`src/hw/loader_pkg.sv`:
```
package loader_pkg;

    localparam int DMEM_A_LEN = 14;  // data memory address width
    localparam int WORD_W     = 16;  // host word
    localparam int BYTE_W     = 8;   // data memory byte
    localparam int LEN_W      = 15;  // word count, up to 16384
    localparam int FIFO_DEPTH = 16;
    localparam int FIFO_AW    = 4;

    // host register map
    typedef enum logic [1:0] {
        REG_START  = 2'd0,
        REG_LENGTH = 2'd1,  // write kicks off a job
        REG_DATA   = 2'd2,
        REG_STATUS = 2'd3   // read only
    } host_reg_e;

    typedef enum logic [1:0] {
        L_IDLE,
        L_POP,
        L_WRITE,
        L_DONE
    } loader_state_e;

    typedef struct packed {
        logic              cyc;
        logic              stb;
        logic              we;
        logic [1:0]        adr;
        logic [WORD_W-1:0] dat;
    } host_wb_req_t;

    typedef struct packed {
        logic              ack;
        logic [WORD_W-1:0] dat;
    } host_wb_rsp_t;

    typedef struct packed {
        logic                  cyc;
        logic                  stb;
        logic                  we;
        logic [DMEM_A_LEN-1:0] adr;
        logic [BYTE_W-1:0]     dat;
    } dmem_wb_req_t;

    typedef struct packed {
        logic ack;
    } dmem_wb_rsp_t;

    typedef struct packed {
        logic [DMEM_A_LEN-1:0] start;
        logic [LEN_W-1:0]      length;
    } load_job_t;

endpackage

```
`src/hw/host_write_port.sv`:
```
`timescale 1ns/10ps

module host_write_port
    import loader_pkg::*;
(
    input  logic                dmem_ref_clk,
    input  logic                rst_n,
    input  host_wb_req_t        host_req,
    output host_wb_rsp_t        host_rsp,
    output logic                push,
    output logic [WORD_W-1:0]   push_data,
    input  logic                full,
    output logic                job_start,
    output load_job_t           job,
    input  logic                job_done
);

    host_reg_e             reg_sel;
    logic                  access;
    logic                  is_data_wr;
    logic                  fire;
    logic                  take_word;
    logic                  ack_q;
    logic [WORD_W-1:0]     rdat_q;
    logic                  busy_q;
    logic                  job_start_q;
    logic [DMEM_A_LEN-1:0] start_q;
    logic [LEN_W-1:0]      length_q;
    logic [LEN_W-1:0]      accepted_q;

    assign reg_sel    = host_reg_e'(host_req.adr);
    assign access     = host_req.cyc && host_req.stb && !ack_q; // new access, not yet acked
    assign is_data_wr = host_req.we && (reg_sel == REG_DATA);

    // data write against a full buffer waits, ack stretches
    assign fire      = access && !(is_data_wr && full);
    assign take_word = busy_q && (accepted_q != length_q);

    assign push      = fire && is_data_wr && take_word;
    assign push_data = host_req.dat;

    always_ff @(posedge dmem_ref_clk or negedge rst_n) begin
        if (!rst_n) begin
            ack_q       <= 1'b0;
            busy_q      <= 1'b0;
            job_start_q <= 1'b0;
            start_q     <= '0;
            length_q    <= '0;
            accepted_q  <= '0;
        end else begin
            ack_q       <= fire;
            job_start_q <= 1'b0;
            if (job_done)
                busy_q <= 1'b0;  // falls the cycle after done
            if (push)
                accepted_q <= accepted_q + 1'b1;
            // setup registers are frozen while a job runs
            if (fire && host_req.we && !busy_q) begin
                case (reg_sel)
                    REG_START: begin
                        start_q <= host_req.dat[DMEM_A_LEN-1:0];
                    end
                    REG_LENGTH: begin
                        length_q   <= host_req.dat[LEN_W-1:0];
                        accepted_q <= '0;
                        if (host_req.dat[LEN_W-1:0] != '0) begin
                            busy_q      <= 1'b1;
                            job_start_q <= 1'b1;  // same edge as the ack
                        end
                    end
                    default: ;
                endcase
            end
        end
    end

    // read data, only meaningful while ack is high
    always_ff @(posedge dmem_ref_clk) begin
        if (fire && !host_req.we) begin
            case (reg_sel)
                REG_START:  rdat_q <= {{(WORD_W-DMEM_A_LEN){1'b0}}, start_q};
                REG_LENGTH: rdat_q <= {{(WORD_W-LEN_W){1'b0}}, length_q};
                REG_STATUS: rdat_q <= {busy_q, accepted_q};
                default:    rdat_q <= '0;
            endcase
        end
    end

    assign host_rsp.ack = ack_q;
    assign host_rsp.dat = rdat_q;

    assign job_start    = job_start_q;
    assign job.start    = start_q;
    assign job.length   = length_q;

endmodule

```
`src/hw/word_fifo.sv`:
```
`timescale 1ns/10ps

module word_fifo
    import loader_pkg::*;
(
    input  logic              dmem_ref_clk,
    input  logic              rst_n,
    input  logic              push,
    input  logic [WORD_W-1:0] push_data,
    output logic              full,
    input  logic              pop,
    output logic              empty,
    output logic [WORD_W-1:0] head
);

    logic [WORD_W-1:0]  mem [FIFO_DEPTH];
    logic [FIFO_AW-1:0] wr_ptr;
    logic [FIFO_AW-1:0] rd_ptr;
    logic [FIFO_AW:0]   count_q;
    logic               do_push;
    logic               do_pop;

    assign full  = (count_q == (FIFO_AW+1)'(FIFO_DEPTH));
    assign empty = (count_q == '0);

    // overflow and underflow requests are ignored
    assign do_push = push && !full;
    assign do_pop  = pop && !empty;

    assign head = mem[rd_ptr];  // oldest word, no read latency

    always_ff @(posedge dmem_ref_clk) begin
        if (do_push)
            mem[wr_ptr] <= push_data;
    end

    always_ff @(posedge dmem_ref_clk or negedge rst_n) begin
        if (!rst_n) begin
            wr_ptr  <= '0;
            rd_ptr  <= '0;
            count_q <= '0;
        end else begin
            if (do_push)
                wr_ptr <= wr_ptr + 1'b1;  // wraps at depth
            if (do_pop)
                rd_ptr <= rd_ptr + 1'b1;
            case ({do_push, do_pop})
                2'b10:   count_q <= count_q + 1'b1;
                2'b01:   count_q <= count_q - 1'b1;
                default: count_q <= count_q;  // both or neither
            endcase
        end
    end

endmodule

```
`src/hw/dmem_loader.sv`:
```
`timescale 1ns/10ps

module dmem_loader
    import loader_pkg::*;
(
    input  logic              dmem_ref_clk,
    input  logic              rst_n,
    input  logic              job_start,
    input  load_job_t         job,
    output logic              job_done,
    input  logic              empty,
    input  logic [WORD_W-1:0] head,
    output logic              pop,
    output dmem_wb_req_t      dmem_req,
    input  dmem_wb_rsp_t      dmem_rsp
);

    loader_state_e         state;
    loader_state_e         next_state;
    load_job_t             job_q;
    logic [LEN_W-1:0]      idx_q;
    logic [LEN_W-1:0]      idx_nxt;
    logic [DMEM_A_LEN-1:0] addr_q;
    logic [BYTE_W-1:0]     data_q;
    logic                  last_word;

    assign idx_nxt   = idx_q + 1'b1;
    assign last_word = (idx_nxt == job_q.length);

    assign pop = (state == L_POP) && !empty;

    always_comb begin
        next_state = state;
        case (state)
            L_IDLE: begin
                if (job_start)
                    next_state = L_POP;
            end
            L_POP: begin
                if (!empty)
                    next_state = L_WRITE;  // stall here while buffer is dry
            end
            L_WRITE: begin
                if (dmem_rsp.ack)
                    next_state = last_word ? L_DONE : L_POP;
            end
            L_DONE: begin
                next_state = L_IDLE;
            end
            default: next_state = L_IDLE;
        endcase
    end

    always_ff @(posedge dmem_ref_clk or negedge rst_n) begin
        if (!rst_n) begin
            state <= L_IDLE;
            idx_q <= '0;
        end else begin
            state <= next_state;
            if (state == L_IDLE && job_start)
                idx_q <= '0;
            else if (state == L_WRITE && dmem_rsp.ack)
                idx_q <= idx_nxt;
        end
    end

    // job and the current byte
    always_ff @(posedge dmem_ref_clk) begin
        if (state == L_IDLE && job_start)
            job_q <= job;
        if (pop) begin
            data_q <= head[BYTE_W-1:0];                       // low byte only
            addr_q <= job_q.start + idx_q[DMEM_A_LEN-1:0];   // wraps at top of dmem
        end
    end

    // classic write cycle, held until ack, dropped the cycle after
    assign dmem_req.cyc = (state == L_WRITE);
    assign dmem_req.stb = (state == L_WRITE);
    assign dmem_req.we  = (state == L_WRITE);
    assign dmem_req.adr = addr_q;
    assign dmem_req.dat = data_q;

    assign job_done = (state == L_DONE);

endmodule

```
`src/hw/sdram_loader_top.sv`:
```
`timescale 1ns/10ps

module sdram_loader_top
    import loader_pkg::*;
(
    input  logic         dmem_ref_clk,
    input  logic         rst_n,
    input  host_wb_req_t host_req,
    output host_wb_rsp_t host_rsp,
    output dmem_wb_req_t dmem_req,
    input  dmem_wb_rsp_t dmem_rsp
);

    logic              push;
    logic [WORD_W-1:0] push_data;
    logic              full;
    logic              pop;
    logic              empty;
    logic [WORD_W-1:0] head;
    logic              job_start;
    load_job_t         job;
    logic              job_done;

    // producer, takes setup and data from the host
    host_write_port u_host_port (
        .dmem_ref_clk (dmem_ref_clk),
        .rst_n        (rst_n),
        .host_req     (host_req),
        .host_rsp     (host_rsp),
        .push         (push),
        .push_data    (push_data),
        .full         (full),
        .job_start    (job_start),
        .job          (job),
        .job_done     (job_done)
    );

    word_fifo u_word_fifo (
        .dmem_ref_clk (dmem_ref_clk),
        .rst_n        (rst_n),
        .push         (push),
        .push_data    (push_data),
        .full         (full),
        .pop          (pop),
        .empty        (empty),
        .head         (head)
    );

    // consumer, writes bytes out to data memory
    dmem_loader u_dmem_loader (
        .dmem_ref_clk (dmem_ref_clk),
        .rst_n        (rst_n),
        .job_start    (job_start),
        .job          (job),
        .job_done     (job_done),
        .empty        (empty),
        .head         (head),
        .pop          (pop),
        .dmem_req     (dmem_req),
        .dmem_rsp     (dmem_rsp)
    );

endmodule

```
`config.mk`:
```
export PLATFORM = sky130hd
export DESIGN_NAME = sdram_loader_top
export DESIGN_NICKNAME = d
export VERILOG_FILES = /design/src/hw/loader_pkg.sv /design/src/hw/host_write_port.sv /design/src/hw/word_fifo.sv /design/src/hw/dmem_loader.sv /design/src/hw/sdram_loader_top.sv
export SDC_FILE = /design/constraint.sdc
export NUM_CORES = 1
export LEC_CHECK = 0
export BUFFER_PORTS_ARGS = -buffer_cell sky130_fd_sc_hd__buf_4
export CAP_MARGIN = 20
export CORE_ASPECT_RATIO = 0.8
export CORE_UTILIZATION = 55
export DETAILED_ROUTE_END_ITERATION = 7
export PLACE_DENSITY = 0.76
export SLEW_MARGIN = 20
export SYNTH_ARGS = -nofsm -noshare
export SYNTH_HDL_FRONTEND = slang
export SYNTH_SLANG_ARGS = --single-unit
```
`constraint.sdc`:
```
create_clock -name dmem_ref_clk -period 13.92 [get_ports dmem_ref_clk]
set_input_delay 1.392 -clock dmem_ref_clk [delete_from_list [all_inputs] [get_ports dmem_ref_clk]]
set_output_delay 1.392 -clock dmem_ref_clk [all_outputs]
set_load 0.03 [all_outputs]
```
* Word-level counts from Yosys, hierarchy flattened *
Memories as Yosys holds them, arrays and structs flattened. A register that Yosys moved wholly into a read port is not among the register bits.
Cells that the tools add are included.

word-level totals
  memory bits (read-only) = 0
  output and inout bits = 42
  bits in writable memories = 256
  latch bits = 0
  memories = 1
  flip-flop bits (word level) = 136
  word-level logic and storage cells = 89

operators by class
  shift operators = 0
  $mul = 0
  muxes and demuxes = 21
  eq/ne operators = 14
  bitwise operators = 0
  reduce and logical (&&, ||, !) cells = 31
  magnitude comparators = 0
  $add $sub $neg = 7
  divide/modulo/power cells = 0

memory list
  name             depth  width  rd ports  clocked after Yosys merged registers in  wr ports  RTL line         source
  u_word_fifo.mem  16     16     1         1                                        1         word_fifo.sv:16  logic [WORD_W-1:0] mem [FIFO_DEPTH];

operator list
  operator                                          number
  2-to-1 mux 15 bit                                 5
  one-hot mux 16 bit (3 select lines)               1
  adder 15 x 1 -> 15 bit, second input constant     2
  logical AND 1 bit                                 16
  == test 15 bit                                    1
  inequality test 15 bit                            1
  nonzero test 15 bit                               1
  adder 14 bit                                      1
  == test 2 bit, second input constant              5
  one-hot mux 5 bit (2 select lines)                1
  2-to-1 mux 1 bit                                  9
  adder 4 x 1 -> 4 bit, second input constant       2
  2-to-1 mux 2 bit                                  4
  one-hot mux 2 bit (4 select lines)                1
  == test 2 x 1 -> 1 bit, second input constant     3
  logical NOT 1 bit                                 6
  adder 5 x 1 -> 5 bit, second input constant       1
  == test 5 bit, second input constant              1
  logical NOT 5 bit                                 1
  subtractor 5 x 1 -> 5 bit, second input constant  1
  logical NOT 2 bit                                 2
  inequality test 2 bit, second input constant      2
  AND reduction 2 bit                               2
  nonzero test 2 bit                                2
  2 further kinds                                   2

* Depth between registers and ports, before layout *
  depth after elaboration = 10
  gate-level depth with buffers = 17
  mapped depth without buffers = 14

* Hierarchy *
Synthesis repeated with hierarchy kept, for this count alone.

second synthesis, totals
  cells, all modules = 1144
  area, all modules = 17569.4 sq um

modules (own cells, without submodules)
  module           cells an instance  sequential area each (sq um)  area each (sq um)  instances
  word_fifo        555                8012.7                        10895.4            1
  dmem_loader      297                1956.9                        3467.1             1
  host_write_port  292                1656.6                        3206.8             1

* Worst setup path after synthesis *
OpenSTA, ideal clock, no wires.

  path type = register to register
  start point = reg u_word_fifo.count_q[1]
  end point = reg u_word_fifo.count_q[4]
  period minus slack after synthesis = 4579 ps
  setup time = 80 ps
  required time = 13840 ps
  arrival = 4499 ps
  cell stages (with the launch flop) = 15
  path slack = 9341 ps
  path buffers = 2
  cell sequence = dfrtp_1 -> buf_2 -> or4_1 -> nor2_1 -> nor3b_1 -> ha_1 -> clkbuf_1 -> xor2_1 -> ha_1 -> o21a_1 -> o21ai_0 -> o21bai_1 -> xnor2_1 -> nor2_1 -> xnor2_1

RTL lines
  what                                                                      RTL line                source
  start: declaration                                                        word_fifo.sv:19         logic [FIFO_AW:0] count_q;
  start signal: assignment                                                  word_fifo.sv:48         2'b10: count_q <= count_q + 1'b1;
  start signal: assignment                                                  word_fifo.sv:49         2'b01: count_q <= count_q - 1'b1;
  start signal: assignment                                                  word_fifo.sv:50         default: count_q <= count_q;
  logical NOT 5 bit (*)                                                     word_fifo.sv:24         assign empty = (count_q == '0);
  logical NOT 1 bit (*)                                                     dmem_loader.sv:30       assign pop = (state == L_POP) && !empty;
  logical AND 1 bit (*)                                                     dmem_loader.sv:30
  net pop                                                                   sdram_loader_top.sv:17  logic pop;
  logical AND 1 bit (*)                                                     word_fifo.sv:28         assign do_pop = pop && !empty;
  == test 2 x 1 -> 1 bit or == test 2 bit (tied branches)                   word_fifo.sv:47         case ({do_push, do_pop})
  one-hot mux 5 bit (2 select lines) or nonzero test 2 bit (tied branches)  -

The timed path passes the listed nets; every way through them passes the cells marked *.
A chain may end at the register's enable or synchronous reset.

* Worst setup path after layout *
  start point = in host_req[16] in the netlist's numbering
  end point = reg u_word_fifo.count_q[4]

between the ends
  cells in the longest elaborated chain, start to end = 10

RTL lines
  what                                                                      RTL line               source
  start: declaration                                                        sdram_loader_top.sv:8  input host_wb_req_t host_req,
  == test 2 bit (*)                                                         host_write_port.sv:33  assign is_data_wr = host_req.we && (reg_sel == REG_DATA);
  logical AND 1 bit (*)                                                     host_write_port.sv:33
  logical AND 1 bit                                                         host_write_port.sv:36  assign fire = access && !(is_data_wr && full);
  logical NOT 1 bit                                                         host_write_port.sv:36
  logical AND 1 bit                                                         host_write_port.sv:36
  logical AND 1 bit (*) (2 in series)                                       host_write_port.sv:39  assign push = fire && is_data_wr && take_word;
  logical AND 1 bit (*)                                                     word_fifo.sv:27        assign do_push = push && !full;
  == test 2 x 1 -> 1 bit or == test 2 bit (tied branches)                   word_fifo.sv:47
  one-hot mux 5 bit (2 select lines) or nonzero test 2 bit (tied branches)  -

Every way passes the cells marked *; elsewhere a longest branch is shown, timed or not.

==> impl_metrics.json <==
{
  "synth_top_area_cell": "edfxtp_1",
  "critPathLaunchType": "input port",
  "max_freq_ghz": 0.255,
  "slew_headroom_pct": 28.8,
  "ys_top_cells_by_area": "edfxtp_1 (48%), dfrtp_1 (16%), mux4_2 (7.4%), nand2_1 (2.9%), ha_1 (2.5%)",
  "cts_resized": 0,
  "path_class": "input port to register",
  "drc": 0,
  "wl_per_cell_um": 21.4,
  "finalHoldViolCount": 0,
  "grt_first_pass_wirelength_mm": 39.9,
  "ys_seq_area_share_pct": 64.2,
  "n_antenna_cell": 0,
  "cap_violations": 0,
  "grt_pass1_vias": 6977,
  "timing.setup.tns_ns": 0,
  "drive_above_1_share_pct": 21.2,
  "htreeDepth": 1,
  "synth-seq-cells": 272,
  "place.gp.congestion": 0.826,
  "grt_max_degree": 52,
  "clock_latency_ns": 0.54,
  "finClkSkew_ns": 0.0167,
  "cp_max_fo": 20,
  "final-setup-viol-count": 0,
  "final_area_um2": 13700,
  "clk_pin_slew_ns": 0.06,
  "root_buffer": "clkbuf_16",
  "antenna_found_initial": 0,
  "synth_top_area_share_pct": 48.3,
  "pwr_density_cell_nw_per_um2": 163,
  "hold_slack_ns": 0.492,
  "worst_r2r_endpoint": "u_word_fifo.count_q[4]",
  "avgSynthCellArea_um2": 14.3,
  "hold_end": "u_dmem_loader.job_q[21]",
  "critPathBufInv": 2,
  "overflow": 0,
  "finalCriticalPeriod_ns": 3.92,
  "place_area_um2": 12900,
  "fp-row-count": 48,
  "die_h_um": 135,
  "clock_path_buffers": 3,
  "syn_area_um2": 12100,
  "path_delay_family": "simple AND/OR/NAND/NOR gates",
  "synth_cell_types": 68,
  "ys.flop_type": "edfxtp_1",
  "cp_slowest_stage_delay_ns": 0.46,
  "core-area_um2": 21600,
  "drt_iter0_drc": 642,
  "worstPathArrival_ns": 4.38,
  "vias_per_cell": 6.00,
  "dr.pass1.iters": 5,
  "design_power_total_uw": 2240,
  "die_w_um": 168,
  "die_area_um2": 22600,
  "holdBufCountCts": 0,
  "io_pins": 66,
  "rrSetupSlack_ns": 10.39,
  "hold_class": "register to register",
  "synth_async_sr_flop_share_pct": 28.3,
  "crit_chain": "buf_4 > nor2b_1 > nand3_1 > nor3_2 > and2_1 > inv_2 > ha_1 > xor2_1 > ha_1 > o21a_1 > o21ai_0 > o21bai_1 > xnor2_1 > nor2_1 > xnor2_1",
  "cts_setup_buffers": 0,
  "worstMarginPinSlew_ns": 1.07,
  "cts_tree": "built",
  "crit_path_end_kind": "register",
  "place_hpwl_mm": 16.3,
  "required_ns": 14.37,
  "cpMaxStageDelayCell": "and2_1",
  "numCtsBuffers": 27,
  "synth_edf_count": 195,
  "areaGrowthSynthToFinish_pct": 13.2,
  "vdd_drop_max_v": 0.0000883,
  "whs_path_depth": 0,
  "via_count": 7225,
  "worstRegToRegCells": 14,
  "worstHoldStart": "u_host_port.start_q[6]",
  "nets": 958,
  "rsz0062_at_grt": "no",
  "syn_nets": 895,
  "leakagePower_uw": 0.00520,
  "cts.sinks": 272,
  "initial_core_util_pct": 56.2,
  "slew_viol_final": 0,
  "yosys_warnings": 0,
  "portBuffers": 64,
  "status": "finished, final reports clean",
  "dp_slack_ns": 9.44,
  "fin_crit_sh_pct": 28.2,
  "drt-total-wl_mm": 25.8,
  "rr_startpoint": "u_word_fifo.count_q[1]",
  "fin_ws_ns": 10.0,
  "grt_util_all_layers_pct": 23.3,
  "synth_cells": 846,
  "ant_nets": 0
}
-- flip-flops by register name, indices dropped and copies added, names as in the netlist --
register,count
u_host_port.start_q,14
u_host_port.ack_q,1
u_host_port.busy_q,1
u_dmem_loader.addr_q,14
u_host_port.job_start,1
u_dmem_loader.idx_q,15
u_host_port.rdat_q,16
u_host_port.accepted_q,15
u_dmem_loader.state,2
u_word_fifo.rd_ptr,4
u_word_fifo.count_q,5
u_word_fifo.wr_ptr,4
u_host_port.length_q,15
u_dmem_loader.data_q,8
u_word_fifo.mem,128
u_dmem_loader.job_q,29
-- final cells by class --
type / instances / area, µm²
Clock inverter: 20 / 171
Sequential cell: 272 / 7780
Timing Repair Buffer: 77 / 578
Multi-Input combinational cell: 516 / 4090
Clock buffer: 30 / 687
Fill cell: 1507 / 7850
Inverter: 15 / 56.3
Tap cell: 275 / 344
-- metal layers --
| layer | global-route usage (%) | routed length [µm] | vias up |
|---|---|---|---|
| met4 | 5.45 | 507 | 0 |
| met1 | 35.8 | 11600 | 3584 |
| met3 | 3.78 | 2020 | 42 |
| li1 | - | - | 3313 |
| met5 | 0 | 0 | - |
| met2 | 35.2 | 11600 | 286 |
-- cell families (layout without fill, tap and decap cells) --
| logic type | after synthesis | count (layout) | synth area share (%) |
|---|---|---|---|
| AO/OA/AOI/OAI | 124 | 124 | 6.40 |
| flip-flops | 272 | 272 | 64.2 |
| AND/OR/NAND/NOR | 228 | 228 | 9.48 |
| buffers and inverters | 58 | 142 | 2.15 |
| multiplexers | 75 | 75 | 10.5 |
| adder cells (fa/ha/maj) | 25 | 25 | 2.64 |
| XOR/XNOR | 64 | 64 | 4.63 |
-- how the worst max path moves through the flow --
stage                           start  cells past startpoint                     end  slack (ns)
2_1_floorplan  u_word_fifo.count_q[1]                     14  u_word_fifo.count_q[4]        9.34
3_3_place_gp             host_req[16]                     15  u_word_fifo.count_q[4]        9.49
3_5_place_dp             host_req[16]                     15  u_word_fifo.count_q[4]        9.44
4_1_cts                  host_req[16]                     15  u_word_fifo.count_q[4]        9.99
5_1_grt                  host_req[16]                     15  u_word_fifo.count_q[4]        9.76
6_report                 host_req[16]                     15  u_word_fifo.count_q[4]        10.0
-- cell usage in the layout, fill, tap and decap left out, drive strengths merged, types with 7 or more instances in the layout --
cell      instances
a21o              7
a21oi            22
and2              8
and3             10
buf              77
clkbuf           30
clkinv           10
clkinvlp          7
dfrtp            77
edfxtp          195
ha               24
inv              16
mux2             16
mux2i            19
mux4             40
nand2            96
nand3            18
nand4             9
nor2             31
nor3             15
nor4             11
o21ai            48
o31ai            10
xnor2            34
xor2             30
-- through the flow --
stage / cells / utilization (%)
4_1_cts: 1205 / 63.6
3_5_place_dp: 1155 / 59.6
6_report: 1205 / 63.6
3_3_place_gp: 1155 / 59.6
2_1_floorplan: 846 / -
5_1_grt: 1205 / 63.6
-- report_power, final --
part,leakage [µW],internal (µW),switching (µW)
combinational,0.00202,225,230
clock,0.000402,395,312
sequential,0.00277,962,117
-- synth_stat cells (5+ instances only) --
cell,n
xnor2_1,34
a21oi_1,22
and2_1,7
nor2b_1,5
inv_1,14
mux2_2,16
nor4_1,11
nand3_1,16
a21o_1,7
nand4_1,7
and3_1,9
buf_4,9
mux2i_1,19
a31oi_1,6
nor3_1,13
nor2_1,30
ha_1,24
mux4_2,40
o21ai_0,47
o21a_1,5
xor2_1,30
edfxtp_1,195
o31ai_1,10
dfrtp_1,77
buf_2,7
or4_1,6
nand2_1,95
clkbuf_1,23
Power figures use the tool's default switching activity.
